$ cat src/result_pkg.sv
`default_nettype none

package result_pkg;

	// One result as produced upstream
	typedef logic [31:0] result_word_t;

	// Characters sent per result, MSB byte first
	localparam int RESULT_BYTES = 4;

	typedef logic [$clog2(RESULT_BYTES+1)-1:0] byte_count_t;

	// ASCII '0', so 0..9 show up as digits on the host
	localparam logic [7:0] ASCII_DIGIT_OFFSET = 8'd48;

	////////////////////////////////////////
	// Framer FSM
	////////////////////////////////////////

	typedef enum logic [1:0] {
		fr_idle,
		fr_send_first,
		fr_wait_done
	} framer_state_t;

endpackage

`default_nettype wire

$ cat src/uart_pkg.sv
`default_nettype none

package uart_pkg;

	////////////////////////////////////////
	// Character format
	////////////////////////////////////////

	// 8N1 framing, data sent LSB first
	localparam int UART_DATA_BITS = 8;

	typedef logic [UART_DATA_BITS-1:0] uart_byte_t;

	// Index of the data bit on the line
	typedef logic [$clog2(UART_DATA_BITS)-1:0] uart_bit_idx_t;

	////////////////////////////////////////
	// Transmitter
	////////////////////////////////////////

	typedef enum logic [1:0] {
		tx_idle,
		tx_start_bit,
		tx_data,
		tx_stop
	} uart_tx_state_t;

	// Bit period in clocks unless the top overrides it
	localparam int DEFAULT_CLKS_PER_BIT = 16;

endpackage

`default_nettype wire

$ cat src/baud_tick_gen.sv
`default_nettype none

module baud_tick_gen #(
	parameter int CLKS_PER_BIT = 16
) (
	input  logic clk,
	input  logic reset,
	input  logic baud_restart,
	output logic baud_tick
);

	localparam int CNT_W = $clog2(CLKS_PER_BIT);

	typedef logic [CNT_W-1:0] baud_count_t;

	localparam baud_count_t LAST_COUNT = baud_count_t'(CLKS_PER_BIT - 1);

	baud_count_t count;

	// Down-counter, restart lines bit edges up with the start bit
	always_ff @(posedge clk or posedge reset)
	begin
		if (reset)
			count <= LAST_COUNT;
		else if (baud_restart || count == '0)
			count <= LAST_COUNT;
		else
			count <= count - 1'b1;
	end

	// Last clock of each bit period
	assign baud_tick = (count == '0);

endmodule

`default_nettype wire

$ cat src/result_tx_framer.sv
`default_nettype none

module result_tx_framer import uart_pkg::*, result_pkg::*; (
	input  logic         clk,
	input  logic         reset,
	input  result_word_t in_data,
	input  logic         new_result,
	input  logic         tx_done,
	output uart_byte_t   tx_byte,
	output logic         tx_start,
	output logic         data_done,
	output logic         busy
);

	localparam int WORD_W = $bits(result_word_t);
	localparam int BYTE_W = $bits(uart_byte_t);

	framer_state_t state;
	result_word_t  word_sr;
	byte_count_t   byte_cnt;

	// Top byte of the word, shifted into the printable range
	function automatic uart_byte_t offset_byte(input result_word_t word);
		uart_byte_t top;
		top = word[WORD_W-1 -: BYTE_W];
		return top + ASCII_DIGIT_OFFSET;
	endfunction

	////////////////////////////////////////
	// Framer FSM
	////////////////////////////////////////

	always_ff @(posedge clk or posedge reset)
	begin
		if (reset)
		begin
			state     <= fr_idle;
			byte_cnt  <= '0;
			tx_start  <= 1'b0;
			data_done <= 1'b0;
			busy      <= 1'b0;
		end
		else
		begin
			// Single-cycle strobes by default
			tx_start  <= 1'b0;
			data_done <= 1'b0;
			case (state)
				fr_idle:
				begin
					if (new_result)
					begin
						byte_cnt <= byte_count_t'(RESULT_BYTES);
						busy     <= 1'b1;
						state    <= fr_send_first;
					end
				end
				fr_send_first:
				begin
					byte_cnt <= byte_cnt - 1'b1;
					tx_start <= 1'b1;
					state    <= fr_wait_done;
				end
				fr_wait_done:
				begin
					if (tx_done)
					begin
						if (byte_cnt == '0)
						begin
							// Last stop bit is out
							data_done <= 1'b1;
							busy      <= 1'b0;
							state     <= fr_idle;
						end
						else
						begin
							byte_cnt <= byte_cnt - 1'b1;
							tx_start <= 1'b1;
						end
					end
				end
				default:
					state <= fr_idle;
			endcase
		end
	end

	////////////////////////////////////////
	// Word and character registers
	////////////////////////////////////////

	always_ff @(posedge clk)
	begin
		if (state == fr_idle && new_result)
			word_sr <= in_data;
		else if (state == fr_send_first ||
			(state == fr_wait_done && tx_done && byte_cnt != '0))
		begin
			tx_byte <= offset_byte(word_sr);
			word_sr <= word_sr << BYTE_W;
		end
	end

endmodule

`default_nettype wire

$ cat src/result_tx_top.sv
`default_nettype none

module result_tx_top import uart_pkg::*, result_pkg::*; #(
	parameter int CLKS_PER_BIT = DEFAULT_CLKS_PER_BIT
) (
	input  logic         clk,
	input  logic         reset,
	input  result_word_t in_data,
	input  logic         new_result,
	output logic         serial_out,
	output logic         busy,
	output logic         data_done
);

	////////////////////////////////////////
	// Internal strobes
	////////////////////////////////////////

	uart_byte_t tx_byte;
	logic       tx_start;
	logic       tx_done;
	logic       baud_restart;
	logic       baud_tick;

	// Word to characters
	result_tx_framer framer_i (
		.clk        (clk),
		.reset      (reset),
		.in_data    (in_data),
		.new_result (new_result),
		.tx_done    (tx_done),
		.tx_byte    (tx_byte),
		.tx_start   (tx_start),
		.data_done  (data_done),
		.busy       (busy)
	);

	// Characters to the line
	uart_tx uart_tx_i (
		.clk          (clk),
		.reset        (reset),
		.tx_start     (tx_start),
		.tx_byte      (tx_byte),
		.baud_tick    (baud_tick),
		.serial_out   (serial_out),
		.baud_restart (baud_restart),
		.tx_done      (tx_done)
	);

	// Bit timing
	baud_tick_gen #(
		.CLKS_PER_BIT (CLKS_PER_BIT)
	) baud_i (
		.clk          (clk),
		.reset        (reset),
		.baud_restart (baud_restart),
		.baud_tick    (baud_tick)
	);

endmodule

`default_nettype wire

$ cat src/uart_tx.sv
`default_nettype none

module uart_tx import uart_pkg::*; (
	input  logic       clk,
	input  logic       reset,
	input  logic       tx_start,
	input  uart_byte_t tx_byte,
	input  logic       baud_tick,
	output logic       serial_out,
	output logic       baud_restart,
	output logic       tx_done
);

	localparam uart_bit_idx_t LAST_BIT = uart_bit_idx_t'(UART_DATA_BITS - 1);

	uart_tx_state_t state;
	uart_byte_t     shift_reg;
	uart_bit_idx_t  bit_cnt;

	////////////////////////////////////////
	// Strobes to tick gen and framer
	////////////////////////////////////////

	// Start is only honoured while idle
	assign baud_restart = (state == tx_idle) && tx_start;

	// End of the stop bit
	assign tx_done = (state == tx_stop) && baud_tick;

	////////////////////////////////////////
	// Serializer FSM
	////////////////////////////////////////

	always_ff @(posedge clk or posedge reset)
	begin
		if (reset)
		begin
			state      <= tx_idle;
			bit_cnt    <= '0;
			serial_out <= 1'b1;
		end
		else
		begin
			case (state)
				tx_idle:
				begin
					serial_out <= 1'b1;
					if (tx_start)
					begin
						// Line drops in the next cycle
						serial_out <= 1'b0;
						state      <= tx_start_bit;
					end
				end
				tx_start_bit:
				begin
					if (baud_tick)
					begin
						serial_out <= shift_reg[0];
						bit_cnt    <= '0;
						state      <= tx_data;
					end
				end
				tx_data:
				begin
					if (baud_tick)
					begin
						if (bit_cnt == LAST_BIT)
						begin
							serial_out <= 1'b1;
							state      <= tx_stop;
						end
						else
						begin
							serial_out <= shift_reg[0];
							bit_cnt    <= bit_cnt + 1'b1;
						end
					end
				end
				tx_stop:
				begin
					if (baud_tick)
						state <= tx_idle;
				end
				default:
					state <= tx_idle;
			endcase
		end
	end

	// Payload shifter, LSB goes out first
	always_ff @(posedge clk)
	begin
		if (baud_restart)
			shift_reg <= tx_byte;
		else if (baud_tick && (state == tx_start_bit || state == tx_data))
			shift_reg <= shift_reg >> 1;
	end

endmodule

`default_nettype wire
$ cat config.mk
export PLATFORM = sky130hd
export DESIGN_NAME = result_tx_top
export DESIGN_NICKNAME = d
export VERILOG_FILES = /design/src/result_pkg.sv /design/src/uart_pkg.sv /design/src/baud_tick_gen.sv /design/src/result_tx_framer.sv /design/src/result_tx_top.sv /design/src/uart_tx.sv
export SDC_FILE = /design/constraint.sdc
export NUM_CORES = 1
export LEC_CHECK = 0
export BUFFER_PORTS_ARGS = -buffer_cell sky130_fd_sc_hd__buf_2
export CORE_MARGIN = 2
export CORE_UTILIZATION = 40
export CTS_CLUSTER_SIZE = 8
export DETAILED_ROUTE_END_ITERATION = 16
export HOLD_SLACK_MARGIN = 0.12
export SYNTH_ARGS = -nofsm -noshare
export SYNTH_HDL_FRONTEND = slang
export SYNTH_HIERARCHICAL = 1
export SYNTH_SLANG_ARGS = --single-unit
$ cat constraint.sdc
create_clock -name clk -period 7.35 [get_ports clk]
set_clock_uncertainty 0.05 [all_clocks]
set_input_delay 0.3675 -clock clk [delete_from_list [all_inputs] [get_ports clk]]
set_output_delay 0.3675 -clock clk [all_outputs]
set_load 0.02 [all_outputs]
==> flow_metrics.py <==
metrics = {
    "detailed_routing": {
        "vias_per_cell": 4.73,
        "drt_wl_total_mm": 4.90,
        "ant_nets": 0,
        "firstDrtPassIters": 4,
        "drc_errors": 0,
        "wire_per_inst_um": 13.6,
        "drt_iter0_drc": 85,
        "via_count": 1709,
    },
    "yosys": {
        "syn_area_per_cell_um2": 14.5,
        "syn_nets": 262,
        "synth_area_mm2": 0.00307,
        "synth_seq_area_share_pct": 61.8,
        "synth.distinct_cells": 39,
        "ys_ff_latch": 66,
        "async_reset_ff_share_pct": 27.3,
        "synthFlopType": "edfxtp_1",
        "synth_warnings": 6,
        "netlist_instances": 212,
        "synth_edf_count": 48,
    },
    "worst_setup_path": {
        "crit_fanout": 32,
        "regToRegStartpoint": "framer_i/state[0]",
        "crit_path_end_kind": "register",
        "path_class": "reg2reg",
        "r2r.worst_path.cells": 5,
        "arrival_ns": 2.61,
        "r2r_slack_ns": 4.67,
        "crit_path_start_kind": "register",
        "crit_required_ns": 7.29,
        "r2r-end": "framer_i/word_sr[29]",
    },
    "grt": {
        "overflow": 0,
        "grt-busiest-layer": "met2",
        "grtUsageMet3_pct": 5.09,
        "track_usage_pct": 13.0,
        "met1_usage_pct": 15.8,
        "grt_use_met2_pct": 20.8,
        "grt_pass1_vias": 1792,
        "grt_pass1_wl_mm": 8.39,
        "antenna_found_initial": 0,
        "grt_max_degree": 33,
    },
    "floorplan": {
        "die-area_mm2": 0.00840,
        "ios": 38,
        "die_x_um": 91.6,
        "die_h_um": 91.6,
        "num_rows": 31,
        "start_util_pct": 41.9,
        "coreArea_mm2": 0.00733,
    },
    "pwr": {
        "power_mw": 1.44,
        "p_per_area_mw_per_mm2": 407,
        "peakVddDrop_mv": 0.169,
        "leakage_nw": 1.50,
    },
    "cells_and_area": {
        "largest_reg_flops": 32,
        "fin_nets": 307,
        "fin_util_pct": 48.3,
        "antennaDiodeCount": 0,
        "drive_gt1_share_pct": 31.3,
        "area_growth_pct": 15.2,
        "most-common-layout-cells": "48 x edfxtp_1, 37 x buf_2, 21 x mux2_1",
        "final_common_cell": "edfxtp_1",
        "fin_area_mm2": 0.00354,
        "final_cells": 361,
        "fillers": 653,
    },
    "clock_tree": {
        "clk_latency_ns": 0.33,
        "clock_path_buffers": 2,
        "cts-root-buf": "clkbuf_8",
        "clk_pin_slew_ns": 0.08,
        "cts_tree": "done",
        "cts_resized": 0,
        "cts_made_buffers": 9,
        "cts.sinks": 66,
        "htree_num_levels": 3,
    },
    "timing": {
        "final.setup.tns_ns": 0,
        "min_period_ns": 2.68,
        "setup_violations": 0,
        "rsz0062_at_grt": "false",
        "post-route-period-util_pct": 36.4,
        "relSlewSlack_pct": 33.8,
        "tightest_slew_ns": 0.990,
        "final-max-slew-violation-count": 0,
        "finalHoldViolCount": 0,
        "worst_slack_ns": 4.67,
        "max_clock_freq_ghz": 0.374,
        "hold_slack_ns": 0.266,
    },
    "placement": {
        "io_buffers": 37,
        "routabilityCongestion": 0.751,
        "place_area_mm2": 0.00336,
        "pre_cts_slack_ns": 4.63,
        "dp.cells": 344,
        "place_hpwl_mm": 3.38,
    },
    "flow_run": {
        "maxCapViolCount": 0,
    },
    "min_path": {
        "hp-start": "in_data[9]",
        "whs_endpoint": "framer_i/word_sr[9]",
        "min-delay-path-class": "in2reg",
        "min_path_cells": 2,
    },
    "run_status": {
        "status": "finished, final reports clean",
    },
}
## metal layers
metal	wire length [µm]	up-vias
met4	72	0
met5	0	-
li1	-	856
met2	2330	38
met1	2260	810
met3	225	5
## repair_timing
item	in CTS	in global routing
endpoints found under the hold margin	17	0
hold buffers	1	0
buffers inserted	0	0
## cells in the mapped netlist, drive strengths merged, types with 2 or more instances
library cell	number	area, µm²
nand2b	5	33.8
dfstp	5	131
xnor2	3	26.3
ha	15	188
nor3	2	21.3
mux2i	4	40.0
inv	20	75.1
nand2	12	45.0
mux2	35	398
nor2	2	7.51
buf	3	21.3
o21bai	3	22.5
dfrtp	13	325
and3	10	62.6
o21ai	6	30.0
or3	2	17.5
a22o	3	30.0
a21oi	3	15.0
nor2b	3	18.8
edfxtp	48	1440
clkbuf	2	7.51
a31oi	2	12.5
## area by class of cell
type | count | area (µm²) | share of cell area [%]
sequential | 66 | 1900 | 53.6
multi-input combinational | 121 | 1070 | 30.2
timing repair buffer | 39 | 203 | 5.73
clock buffer | 9 | 124 | 3.50
tap | 99 | 124 | 3.50
inverter | 20 | 75.1 | 2.12
clock inverter | 7 | 46.3 | 1.31
## worst max-delay path by stage
stage / start / end / slack, ns / cells past startpoint
finish: framer_i/state[0] / framer_i/word_sr[29] / 4.67 / 5
global route: framer_i/state[1] / framer_i/word_sr[24] / 4.41 / 5
CTS: framer_i/state[0] / framer_i/word_sr[25] / 4.61 / 5
detailed placement: framer_i/state[0] / framer_i/word_sr[2] / 4.63 / 5
global placement: framer_i/state[0] / framer_i/word_sr[2] / 4.70 / 5
floorplan: baud_i/count[0] / framer_i/word_sr[0] / 4.88 / 6
## cells by family (layout without fill, tap and decap cells)
family | Yosys count | after routing | synth area share (%)
XOR/XNOR | 3 | 3 | 0.856
adder cells (fa/ha/maj) | 15 | 15 | 6.11
multiplexers | 39 | 39 | 14.3
AND/OR/NAND/NOR | 42 | 42 | 8.31
flip-flops | 66 | 66 | 61.8
buffers and inverters | 25 | 75 | 3.38
AO/OA/AOI/OAI | 22 | 22 | 5.30
## where the power goes
part	internal [mW]	switching [mW]
sequential	0.641	0.0591
clock	0.121	0.140
combinational	0.222	0.257
total	0.984	0.455
## critical path, cell delays in order, from the launching register on
cell and delay (ns):
dfrtp_1 0.40, inv_1 0.11, ha_1 0.44, nand2_1 0.70, nand2_1 0.22, buf_4 0.39
No activity file was read; power rests on OpenSTA's default activity.
